<file path="config.mk">
export PLATFORM = sky130hd
export DESIGN_NAME = tx_engine
export DESIGN_NICKNAME = d
export VERILOG_FILES = /design/src/axis_beat_pkg.sv /design/src/pcie_tlp_pkg.sv /design/src/tx_engine.sv /design/src/rq_tx.sv /design/src/cpl_tx.sv /design/src/cpl_byte_decode.sv
export VERILOG_INCLUDE_DIRS = /design/src /design/src/include
export SDC_FILE = /design/constraint.sdc
export NUM_CORES = 1
export LEC_CHECK = 0
export BUFFER_PORTS_ARGS = -buffer_cell sky130_fd_sc_hd__buf_2
export CAP_MARGIN = 15
export CORE_AREA = 2 2 410 412
export DETAILED_ROUTE_END_ITERATION = 6
export DIE_AREA = 0 0 412 414
export HOLD_SLACK_MARGIN = 0.05
export SETUP_SLACK_MARGIN = 0.2
export SYNTH_ARGS = -nofsm -noshare
export SYNTH_HDL_FRONTEND = slang
export SYNTH_SLANG_ARGS = --single-unit
</file>
<file path="constraint.sdc">
create_clock -name clk -period 3.8 [get_ports clk]
set_input_delay 0.19 -clock clk [delete_from_list [all_inputs] [get_ports clk]]
set_output_delay 0.19 -clock clk [all_outputs]
set_load 0.01 [all_outputs]
</file>
<file path="src/include/tx_engine_cfg.svh">
`ifndef TX_ENGINE_CFG_SVH
`define TX_ENGINE_CFG_SVH

// ---------------------------------------------------------------------------
// stream geometry
// ---------------------------------------------------------------------------
`define TX_DATA_W       256   // beat data
`define TX_KEEP_W       8     // one keep bit per dword
`define TX_DW_PER_BEAT  8

// ---------------------------------------------------------------------------
// request fields
// ---------------------------------------------------------------------------
`define TX_LEN_W        10    // dword count, max 1023
`define TX_TAG_W        8
`define TX_ADDR_W       32    // mwr byte address
`define TX_REQ_ADDR_W   11    // completer side request address

// sideband words of the two streams
`define TX_CC_TUSER_W   33
`define TX_RQ_TUSER_W   60

`endif
</file>
<file path="src/axis_beat_pkg.sv">
`include "tx_engine_cfg.svh"

package axis_beat_pkg;

   typedef logic [`TX_DATA_W-1:0]     data_t;
   typedef logic [`TX_KEEP_W-1:0]     keep_t;   // dword granular
   typedef logic [31:0]               dw_t;
   typedef logic [`TX_CC_TUSER_W-1:0] cc_tuser_t;

   // rq sideband, only the byte enables are used
   typedef struct packed {
      logic [`TX_RQ_TUSER_W-9:0] rsvd;    // parity, discontinue etc, all zero
      logic [3:0]                last_be;
      logic [3:0]                first_be;
   } rq_tuser_t;

endpackage

</file>
<file path="src/pcie_tlp_pkg.sv">
`include "tx_engine_cfg.svh"

package pcie_tlp_pkg;

   // request type code in the rq descriptor
   typedef enum logic [3:0] {
      MEM_WR = 4'b0001
   } req_type_t;

   typedef enum logic [2:0] {
      SUCCESS = 3'b000          // successful completion
   } cpl_status_t;

   // ------------------------------------------------------------------------
   // 3-DW completion descriptor, msb first
   // ------------------------------------------------------------------------
   typedef struct packed {
      logic                 force_ecrc;
      logic [2:0]           attr;
      logic [2:0]           tc;
      logic                 cpl_id_en;   // 0: core supplies completer id
      logic [15:0]          cpl_id;
      logic [`TX_TAG_W-1:0] tag;
      logic [15:0]          req_id;
      logic                 rsvd3;
      logic                 poisoned;
      cpl_status_t          status;
      logic [10:0]          dw_cnt;
      logic [1:0]           rsvd2;
      logic                 locked;
      logic [12:0]          byte_cnt;
      logic [5:0]           rsvd1;
      logic [1:0]           addr_type;
      logic                 rsvd0;
      logic [6:0]           lower_addr;  // bits 6:0 of the beat
   } cc_desc_t;

   // ------------------------------------------------------------------------
   // 4-DW request descriptor, msb first
   // ------------------------------------------------------------------------
   typedef struct packed {
      logic                 force_ecrc;
      logic [2:0]           attr;
      logic [2:0]           tc;
      logic                 req_id_en;
      logic [15:0]          cpl_id;
      logic [`TX_TAG_W-1:0] tag;
      logic [15:0]          req_id;
      logic                 poisoned;
      req_type_t            req_type;
      logic [10:0]          dw_cnt;
      logic [61:0]          dw_addr;     // address bits 63:2
      logic [1:0]           addr_type;
   } rq_desc_t;

endpackage

</file>
<file path="src/tx_engine.sv">
`timescale 1ns/100ps
`include "tx_engine_cfg.svh"

module tx_engine (
   input  logic                          clk,
   input  logic                          rst_n,
   input  logic                          init_rst_i,
   // completer completion
   input  logic                          req_compl_i,
   input  logic [2:0]                    req_tc_i,
   input  logic [1:0]                    req_attr_i,
   input  logic [`TX_LEN_W-1:0]          req_len_i,
   input  logic [15:0]                   req_rid_i,
   input  logic [`TX_TAG_W-1:0]          req_tag_i,
   input  logic [7:0]                    req_be_i,
   input  logic [`TX_REQ_ADDR_W-1:0]     req_addr_i,
   input  axis_beat_pkg::dw_t            rd_data_i,
   output logic                          compl_done_o,
   output logic [`TX_REQ_ADDR_W-3:0]     rd_addr_o,
   output logic [3:0]                    rd_be_o,
   input  logic                          s_axis_cc_tready_i,
   output axis_beat_pkg::data_t          s_axis_cc_tdata_o,
   output axis_beat_pkg::keep_t          s_axis_cc_tkeep_o,
   output axis_beat_pkg::cc_tuser_t      s_axis_cc_tuser_o,
   output logic                          s_axis_cc_tlast_o,
   output logic                          s_axis_cc_tvalid_o,
   // requester memory write
   input  logic                          mwr_start_i,
   input  logic [`TX_LEN_W-1:0]          mwr_len_i,
   input  logic [`TX_ADDR_W-1:0]         mwr_addr_i,
   input  logic [3:0]                    mwr_fbe_i,
   input  logic [3:0]                    mwr_lbe_i,
   output logic                          mwr_done_o,
   input  axis_beat_pkg::data_t          fifo_data_i,
   input  logic                          fifo_empty_i,
   output logic                          fifo_rd_en_o,
   input  logic                          s_axis_rq_tready_i,
   output axis_beat_pkg::data_t          s_axis_rq_tdata_o,
   output axis_beat_pkg::keep_t          s_axis_rq_tkeep_o,
   output axis_beat_pkg::rq_tuser_t      s_axis_rq_tuser_o,
   output logic                          s_axis_rq_tlast_o,
   output logic                          s_axis_rq_tvalid_o
);

   // ------------------------------------------------------------------------
   // completion path, one dword read completions
   // ------------------------------------------------------------------------
   cpl_tx u_cpl_tx (
      .clk          (clk),
      .rst_n        (rst_n),
      .init_rst_i   (init_rst_i),
      .req_compl_i  (req_compl_i),
      .req_tc_i     (req_tc_i),
      .req_attr_i   (req_attr_i),
      .req_len_i    (req_len_i),
      .req_rid_i    (req_rid_i),
      .req_tag_i    (req_tag_i),
      .req_be_i     (req_be_i),
      .req_addr_i   (req_addr_i),
      .rd_data_i    (rd_data_i),
      .cc_tready_i  (s_axis_cc_tready_i),
      .cc_tdata_o   (s_axis_cc_tdata_o),
      .cc_tkeep_o   (s_axis_cc_tkeep_o),
      .cc_tuser_o   (s_axis_cc_tuser_o),
      .cc_tlast_o   (s_axis_cc_tlast_o),
      .cc_tvalid_o  (s_axis_cc_tvalid_o),
      .compl_done_o (compl_done_o),
      .rd_addr_o    (rd_addr_o),
      .rd_be_o      (rd_be_o)
   );

   // ------------------------------------------------------------------------
   // request path, memory writes fed from the tx fifo
   // ------------------------------------------------------------------------
   rq_tx u_rq_tx (
      .clk          (clk),
      .rst_n        (rst_n),
      .init_rst_i   (init_rst_i),
      .mwr_start_i  (mwr_start_i),
      .mwr_len_i    (mwr_len_i),
      .mwr_addr_i   (mwr_addr_i),
      .mwr_fbe_i    (mwr_fbe_i),
      .mwr_lbe_i    (mwr_lbe_i),
      .fifo_data_i  (fifo_data_i),
      .fifo_empty_i (fifo_empty_i),
      .fifo_rd_en_o (fifo_rd_en_o),
      .rq_tready_i  (s_axis_rq_tready_i),
      .rq_tdata_o   (s_axis_rq_tdata_o),
      .rq_tkeep_o   (s_axis_rq_tkeep_o),
      .rq_tuser_o   (s_axis_rq_tuser_o),
      .rq_tlast_o   (s_axis_rq_tlast_o),
      .rq_tvalid_o  (s_axis_rq_tvalid_o),
      .mwr_done_o   (mwr_done_o)
   );

endmodule

</file>
<file path="src/rq_tx.sv">
`timescale 1ns/100ps
`include "tx_engine_cfg.svh"

module rq_tx (
   input  logic                      clk,
   input  logic                      rst_n,
   input  logic                      init_rst_i,
   input  logic                      mwr_start_i,
   input  logic [`TX_LEN_W-1:0]      mwr_len_i,
   input  logic [`TX_ADDR_W-1:0]     mwr_addr_i,
   input  logic [3:0]                mwr_fbe_i,
   input  logic [3:0]                mwr_lbe_i,
   input  axis_beat_pkg::data_t      fifo_data_i,
   input  logic                      fifo_empty_i,
   output logic                      fifo_rd_en_o,
   input  logic                      rq_tready_i,
   output axis_beat_pkg::data_t      rq_tdata_o,
   output axis_beat_pkg::keep_t      rq_tkeep_o,
   output axis_beat_pkg::rq_tuser_t  rq_tuser_o,
   output logic                      rq_tlast_o,
   output logic                      rq_tvalid_o,
   output logic                      mwr_done_o
);

   localparam int BEAT_SH = $clog2(`TX_DW_PER_BEAT);
   localparam logic [`TX_LEN_W-1:0] BEAT_DW = `TX_DW_PER_BEAT;

   // idle: header goes out on start, payload: one fifo word per beat,
   // tail: last beat loaded, wait for it to leave
   typedef enum logic [1:0] {
      ST_IDLE,
      ST_PAYLOAD,
      ST_TAIL
   } rq_state_t;

   rq_state_t              state;
   logic [`TX_LEN_W-1:0]   rem_dw;      // dwords not yet loaded
   logic [`TX_LEN_W-1:0]   len_q;       // length of the current packet
   logic [`TX_TAG_W-1:0]   wr_tag;      // running write counter
   logic                   slot_free;
   logic                   load_hdr;
   logic                   load_pay;
   logic                   last_beat;
   axis_beat_pkg::keep_t   keep_mask;
   axis_beat_pkg::keep_t   last_keep;
   pcie_tlp_pkg::rq_desc_t hdr;

   // ------------------------------------------------------------------------
   // load conditions
   // ------------------------------------------------------------------------
   assign slot_free    = !rq_tvalid_o || rq_tready_i;
   assign load_hdr     = (state == ST_IDLE) && mwr_start_i && slot_free;
   assign load_pay     = (state == ST_PAYLOAD) && slot_free && !fifo_empty_i;
   assign fifo_rd_en_o = load_pay;      // show-ahead, pop as the word is taken
   assign last_beat    = (rem_dw <= BEAT_DW);

   // keep of the final beat, low len mod 8 dwords
   always_comb begin
      keep_mask = {`TX_KEEP_W{1'b1}} << len_q[BEAT_SH-1:0];
      if (len_q[BEAT_SH-1:0] == '0) begin
         last_keep = '1;                // full beat
      end else begin
         last_keep = ~keep_mask;
      end
   end

   // memory write header
   always_comb begin
      hdr          = '0;
      hdr.dw_cnt   = 11'(mwr_len_i);
      hdr.req_type = pcie_tlp_pkg::MEM_WR;
      hdr.dw_addr  = 62'(mwr_addr_i[`TX_ADDR_W-1:2]);
      hdr.tag      = wr_tag;
   end

   // ------------------------------------------------------------------------
   // sequencer
   // ------------------------------------------------------------------------
   always_ff @(posedge clk) begin
      if (!rst_n || init_rst_i) begin
         state       <= ST_IDLE;
         rem_dw      <= '0;
         wr_tag      <= '0;
         rq_tvalid_o <= 1'b0;
         mwr_done_o  <= 1'b0;
      end else begin
         mwr_done_o <= 1'b0;
         if (slot_free) begin
            rq_tvalid_o <= 1'b0;        // slot drains unless reloaded below
         end
         case (state)
            ST_IDLE: begin
               if (load_hdr) begin
                  rq_tvalid_o <= 1'b1;
                  rem_dw      <= mwr_len_i;
                  wr_tag      <= wr_tag + 1'b1;   // wraps at 8 bits
                  state       <= ST_PAYLOAD;
               end
            end
            ST_PAYLOAD: begin
               if (load_pay) begin
                  rq_tvalid_o <= 1'b1;
                  rem_dw      <= rem_dw - BEAT_DW;
                  if (last_beat) begin
                     state <= ST_TAIL;
                  end
               end
            end
            default: begin
               if (rq_tvalid_o && rq_tready_i) begin
                  mwr_done_o <= 1'b1;   // last beat gone
                  state      <= ST_IDLE;
               end
            end
         endcase
      end
   end

   // beat registers, written only when the slot is loaded
   always_ff @(posedge clk) begin
      if (load_hdr) begin
         rq_tdata_o          <= axis_beat_pkg::data_t'(hdr);
         rq_tkeep_o          <= '1;
         rq_tlast_o          <= 1'b0;
         rq_tuser_o.rsvd     <= '0;
         rq_tuser_o.first_be <= mwr_fbe_i;
         rq_tuser_o.last_be  <= (mwr_len_i == 'd1) ? 4'b0000 : mwr_lbe_i;
         len_q               <= mwr_len_i;
      end else if (load_pay) begin
         rq_tdata_o <= fifo_data_i;
         rq_tkeep_o <= last_beat ? last_keep : '1;
         rq_tlast_o <= last_beat;
      end
   end

endmodule

</file>
<file path="src/cpl_tx.sv">
`timescale 1ns/100ps
`include "tx_engine_cfg.svh"

module cpl_tx (
   input  logic                          clk,
   input  logic                          rst_n,
   input  logic                          init_rst_i,
   input  logic                          req_compl_i,
   input  logic [2:0]                    req_tc_i,
   input  logic [1:0]                    req_attr_i,
   input  logic [`TX_LEN_W-1:0]          req_len_i,
   input  logic [15:0]                   req_rid_i,
   input  logic [`TX_TAG_W-1:0]          req_tag_i,
   input  logic [7:0]                    req_be_i,
   input  logic [`TX_REQ_ADDR_W-1:0]     req_addr_i,
   input  axis_beat_pkg::dw_t            rd_data_i,
   input  logic                          cc_tready_i,
   output axis_beat_pkg::data_t          cc_tdata_o,
   output axis_beat_pkg::keep_t          cc_tkeep_o,
   output axis_beat_pkg::cc_tuser_t      cc_tuser_o,
   output logic                          cc_tlast_o,
   output logic                          cc_tvalid_o,
   output logic                          compl_done_o,
   output logic [`TX_REQ_ADDR_W-3:0]     rd_addr_o,
   output logic [3:0]                    rd_be_o
);

   logic                   req_compl_q;  // request, one stage
   logic                   req_taken;    // answered, wait for request to drop
   logic                   load_cpl;
   logic [12:0]            byte_cnt;
   logic [6:0]             lower_addr;
   pcie_tlp_pkg::cc_desc_t cpl_desc;

   // memory read port, dword address
   assign rd_addr_o  = req_addr_i[`TX_REQ_ADDR_W-1:2];
   assign rd_be_o    = req_be_i[3:0];
   assign cc_tuser_o = '0;               // no parity or discontinue

   cpl_byte_decode u_byte_decode (
      .be_i         (rd_be_o),
      .addr_i       (req_addr_i[4:0]),
      .byte_cnt_o   (byte_cnt),
      .lower_addr_o (lower_addr)
   );

   // ------------------------------------------------------------------------
   // descriptor, unused fields stay zero
   // ------------------------------------------------------------------------
   always_comb begin
      cpl_desc            = '0;
      cpl_desc.lower_addr = lower_addr;
      cpl_desc.byte_cnt   = byte_cnt;
      cpl_desc.dw_cnt     = 11'(req_len_i);
      cpl_desc.status     = pcie_tlp_pkg::SUCCESS;
      cpl_desc.req_id     = req_rid_i;
      cpl_desc.tag        = req_tag_i;
      cpl_desc.tc         = req_tc_i;
      cpl_desc.attr       = {1'b0, req_attr_i};
   end

   // slot empty, fresh request pending
   assign load_cpl = !cc_tvalid_o && req_compl_q && !req_taken;

   always_ff @(posedge clk) begin
      if (!rst_n || init_rst_i) begin
         req_compl_q  <= 1'b0;
         req_taken    <= 1'b0;
         cc_tvalid_o  <= 1'b0;
         compl_done_o <= 1'b0;
      end else begin
         req_compl_q  <= req_compl_i;
         compl_done_o <= load_cpl;       // rises with tvalid
         if (load_cpl) begin
            cc_tvalid_o <= 1'b1;
         end else if (cc_tready_i) begin
            cc_tvalid_o <= 1'b0;         // beat accepted
         end
         if (load_cpl) begin
            req_taken <= 1'b1;
         end else if (!req_compl_q) begin
            req_taken <= 1'b0;           // requester released the request
         end
      end
   end

   // beat payload, held while tvalid is high
   always_ff @(posedge clk) begin
      if (load_cpl) begin
         cc_tdata_o <= axis_beat_pkg::data_t'({rd_data_i, cpl_desc});
         cc_tkeep_o <= axis_beat_pkg::keep_t'(4'hF);  // 3 dw header + 1 dw data
         cc_tlast_o <= 1'b1;
      end
   end

endmodule

</file>
<file path="src/cpl_byte_decode.sv">
`timescale 1ns/100ps

module cpl_byte_decode (
   input  logic [3:0]  be_i,
   input  logic [4:0]  addr_i,
   output logic [12:0] byte_cnt_o,
   output logic [6:0]  lower_addr_o
);

   // ------------------------------------------------------------------------
   // byte count from first dword enables
   // ------------------------------------------------------------------------
   always_comb begin
      casez (be_i)
         4'b1??1: byte_cnt_o = 13'd4;   // both end bytes enabled
         4'b01?1: byte_cnt_o = 13'd3;
         4'b1?10: byte_cnt_o = 13'd3;
         4'b0011: byte_cnt_o = 13'd2;
         4'b0110: byte_cnt_o = 13'd2;
         4'b1100: byte_cnt_o = 13'd2;
         default: byte_cnt_o = 13'd1;   // single byte, also be = 0000
      endcase
   end

   // ------------------------------------------------------------------------
   // lower address, low two bits from first enabled byte
   // ------------------------------------------------------------------------
   always_comb begin
      casez (be_i)
         4'b0000: lower_addr_o = {addr_i, 2'b00};  // zero length read
         4'b???1: lower_addr_o = {addr_i, 2'b00};
         4'b??10: lower_addr_o = {addr_i, 2'b01};
         4'b?100: lower_addr_o = {addr_i, 2'b10};
         default: lower_addr_o = {addr_i, 2'b11};  // only byte 3
      endcase
   end

endmodule

</file>
==> impl_metrics.yaml <==
die:
  fp.dieH_um: 414
  rows: 150
  start_util: 0.0891
  die_area_mm2: 0.171
  io_pins: 1045
  core-area_mm2: 0.166
  die-width_um: 412
cells_and_area:
  final_cells: 4576
  syn_to_final_growth_pct: 72.9
  nNetsFinal: 2714
  layout-drive-gt1-share: 0.362
  final_util: 0.154
synthesis:
  synth_area_mm2: 0.0148
  async_flop_share: 0
  synth_edf_count: 140
  ys_seq_area_frac: 0.611
  ys_types: 52
  synth_top_area_share: 0.327
  synth_area_leaders: "dfxtp_1 (33%), edfxtp_1 (28%), a22o_1 (15%)"
  avgSynthCellArea_um2: 12.7
  synth_warnings: 0
  synthCells: 1163
  dominantRegCellSynth: "dfxtp_1"
  yosysTopAreaCell: "dfxtp_1"
  ys_ff_latch: 382
global_routing:
  grt_pass1_wl_mm: 106
  grt_pass1_vias: 13000
  antenna_found_initial: 77
  grt_overflow: 0
  track_usage: 0.0892
  grt_max_degree: 135
timing:
  fmax_mhz: 333
  period_share: 0.789
  slew_headroom: 0.290
  fin_crit_ns: 3.00
  fin_skew_ns: 0.0274
  finalMaxSlewViolations: 0
  rsz0062_at_grt: "false"
  final-setup-viol-count: 0
  hold_violations: 0
  worstMarginPinSlew_ns: 1.06
  fin_tns_setup_ns: 0
placed_design:
  gp_congestion: 0.947
  hpwl_mm: 62.4
  dp_cells: 4058
  port_buffers: 756
route:
  wl_mm: 81.1
  drc_errors: 3
  firstDrtPassIters: 7
  routedWlPerCell_um: 17.7
  vias: 13500
  drtIter0Drc: 876
  antenna_left: 0
  vias_per_cell: 2.95
power_and_ir_drop:
  p_per_area_mw_per_mm2: 422
  power.leakage_uw: 0.0113
  power.internal_uw: 7810
  p_clk_frac: 0.420
  combPwrFrac: 0.154
  switching_power_uw: 3000
  power_frac_seq: 0.427
  p_sw_frac: 0.277
  peakVddDrop_v: 0.000276
setup_path:
  cp_max_fo: 97
  worstPathRequired_ns: 3.61
  r2r_start: "u_rq_tx.state[0]$_SDFFE_PP0P_"
  reg2reg_depth: 5
  arrival_ns: 2.81
  r2r_end: "u_rq_tx.rq_tdata_o[8]$_DFFE_PP_"
  start_kind: "flip-flop"
  end_kind: "output pin"
  critPathKind: "flip-flop to output pin"
  timing.reg2reg.setup_slack_ns: 0.82
clocking:
  cts_setup_buffers: 0
  htree_num_levels: 2
  cts_sinks: 382
  path_clk_slew_ns: 0.06
  clockBufferDepth: 3
  clockRootBuffer: "clkbuf_16"
  cts_tree: "yes"
  cts_made_buffers: 47
  worstSkewPairLatency_ns: 0.66
worst_hold_path:
  holdPathEnd: "u_cpl_tx.cc_tdata_o[118]$_DFFE_PP_"
  hold_path_class: "primary input to flip-flop"
  hold_depth: 2
  min_from: "rd_data_i[22]"
outcome:
  violations: "design-rule violations"
  status: "finished with violations"
run:
  max_cap_violations: 0
[what timing repair did]
action	4_1_cts	5_1_grt
resized for setup	0	0
hold buffers	403	0
endpoints found under the hold margin	368	0
[state kept, by name (all words and copies together), names as in the netlist]
| signal | count |
|---|---|
| u_rq_tx.rq_tkeep_o | 7 |
| u_rq_tx.rq_tvalid_o | 1 |
| u_rq_tx.mwr_done_o | 1 |
| u_cpl_tx.cc_tvalid_o | 1 |
| u_cpl_tx.req_compl_q | 1 |
| u_rq_tx.state | 2 |
| u_cpl_tx.compl_done_o | 1 |
| u_rq_tx.rq_tdata_o | 256 |
| u_rq_tx.wr_tag | 8 |
| u_cpl_tx.cc_tdata_o | 81 |
| u_cpl_tx.req_taken | 1 |
| u_rq_tx.rem_dw | 10 |
| u_rq_tx.len_q | 3 |
| u_rq_tx.rq_tuser_o | 8 |
| u_rq_tx.rq_tlast_o | 1 |
[per-stage QoR]
step	instance area, µm²	hold slack, ns	worst slack, ns	power, µW
3_5_place_dp	20000	0.368	1.14	5950
5_1_grt	25600	0.201	0.616	11300
3_3_place_gp	20000	0.367	1.20	5940
6_report	25600	0.273	0.800	10800
4_1_cts	25500	0.155	0.741	11000
2_1_floorplan	15800	0.289	1.08	5460
[power by group through the flow]
stage / Sequential (µW) / Combinational, µW / Clock (µW)
after floorplan: 4780 / 680 / 0
after global placement: 4680 / 1250 / 0
after detailed placement: 4690 / 1270 / 0
after CTS: 4600 / 1660 / 4770
after global routing: 4630 / 1770 / 4920
final: 4610 / 1660 / 4530
[worst max-delay path by stage]
stage,from,end,slack (ns),depth (start not counted)
final,u_rq_tx.state[0]$_SDFFE_PP0P_,fifo_rd_en_o,0.80,4
after detailed placement,u_rq_tx.state[0]$_SDFFE_PP0P_,u_rq_tx.rq_tdata_o[37]$_SDFFE_PP0P_,1.14,5
after global routing,u_rq_tx.state[0]$_SDFFE_PP0P_,fifo_rd_en_o,0.62,4
after global placement,u_rq_tx.state[0]$_SDFFE_PP0P_,u_rq_tx.rq_tdata_o[38]$_SDFFE_PP0P_,1.20,5
after CTS,u_rq_tx.state[0]$_SDFFE_PP0P_,fifo_rd_en_o,0.74,4
after floorplan,u_rq_tx.state[0]$_SDFFE_PP0P_,u_rq_tx.rq_tdata_o[100]$_DFFE_PP_,1.08,4
[synthesized netlist by cell type (all sizes together) (2+ instances only)]
master / count
conb: 2
a21oi: 23
a31oi: 2
buf: 316
nand2b: 7
nand2: 35
o21ai: 10
ha: 4
nor4: 3
nand3: 7
or2: 2
or4: 2
o211ai: 2
nor2: 22
inv: 10
edfxtp: 140
nand4: 3
o22a: 2
a22o: 250
clkbuf: 29
dfxtp: 242
nor2b: 8
and2: 6
a211oi: 3
or3: 5
nor3: 9
a21boi: 2
[final cells by class]
type | count | area (µm²)
Antenna cell | 27 | 67.6
Clock buffer | 67 | 1320
Clock inverter | 21 | 225
Fill cell | 18500 | 141000
Inverter | 11 | 53.8
Multi-Input combinational cell | 693 | 4170
Sequential cell | 382 | 9050
Tap cell | 2204 | 2760
Timing Repair Buffer | 1171 | 7960
[cell families (layout without fill, tap and decap cells)]
group	count (synthesis)	count (layout)	share of synthesized area
other	2	297	0.000507
and+or+nand+nor	112	112	0.0368
muxes	2	2	0.00144
xor gates and xnor gates	2	2	0.00118
AOI/OAI and AO/OA	303	303	0.170
DFF	382	382	0.611
buffers and inverters	356	1270	0.176
adders and majority gates	4	4	0.00338
[cell usage in the layout (no fill, tap or decap), types with 3 or more instances in the layout]
| cell | Yosys | routed |
|---|---|---|
| clkbuf_1 | 29 | 13 |
| o21ai_0 | 9 | 9 |
| nor2b_1 | 8 | 8 |
| conb_1 | 2 | 270 |
| a21oi_1 | 23 | 23 |
| buf_2 | 7 | 756 |
| clkinv_8 | 0 | 3 |
| dfxtp_1 | 242 | 242 |
| inv_2 | 1 | 3 |
| clkbuf_8 | 0 | 7 |
| a211oi_1 | 3 | 3 |
| nand3_1 | 7 | 7 |
| nor2_1 | 22 | 22 |
| nand2b_1 | 7 | 7 |
| ha_1 | 4 | 4 |
| nor3_1 | 9 | 9 |
| diode_2 | 0 | 27 |
| clkinv_2 | 1 | 6 |
| dlygate4sd3_1 | 0 | 403 |
| a22o_1 | 250 | 250 |
| nand2_1 | 35 | 35 |
| inv_1 | 9 | 7 |
| or3_1 | 5 | 5 |
| nor4_1 | 3 | 3 |
| buf_4 | 283 | 8 |
| buf_12 | 0 | 4 |
| clkinvlp_4 | 0 | 4 |
| edfxtp_1 | 140 | 140 |
| and2_1 | 6 | 6 |
| clkbuf_16 | 0 | 47 |
| nand4_1 | 3 | 3 |
[per-layer routing]
layer / vias to the layer above / part of all wire / track usage
met5: - / 0.0068 / 0
met1: 6454 / 0.39 / 0.104
met2: 758 / 0.44 / 0.140
met3: 184 / 0.13 / 0.0479
met4: 86 / 0.031 / 0.0266
li1: 6040 / - / -
[critical path, cell delays in order, from the launching register on]
cell	delay, ns
dfxtp_1	0.60
nand2b_1	0.24
or3_1	0.57
clkinv_8	0.44
buf_2	0.24
No activity file was read; power rests on OpenSTA's default activity.
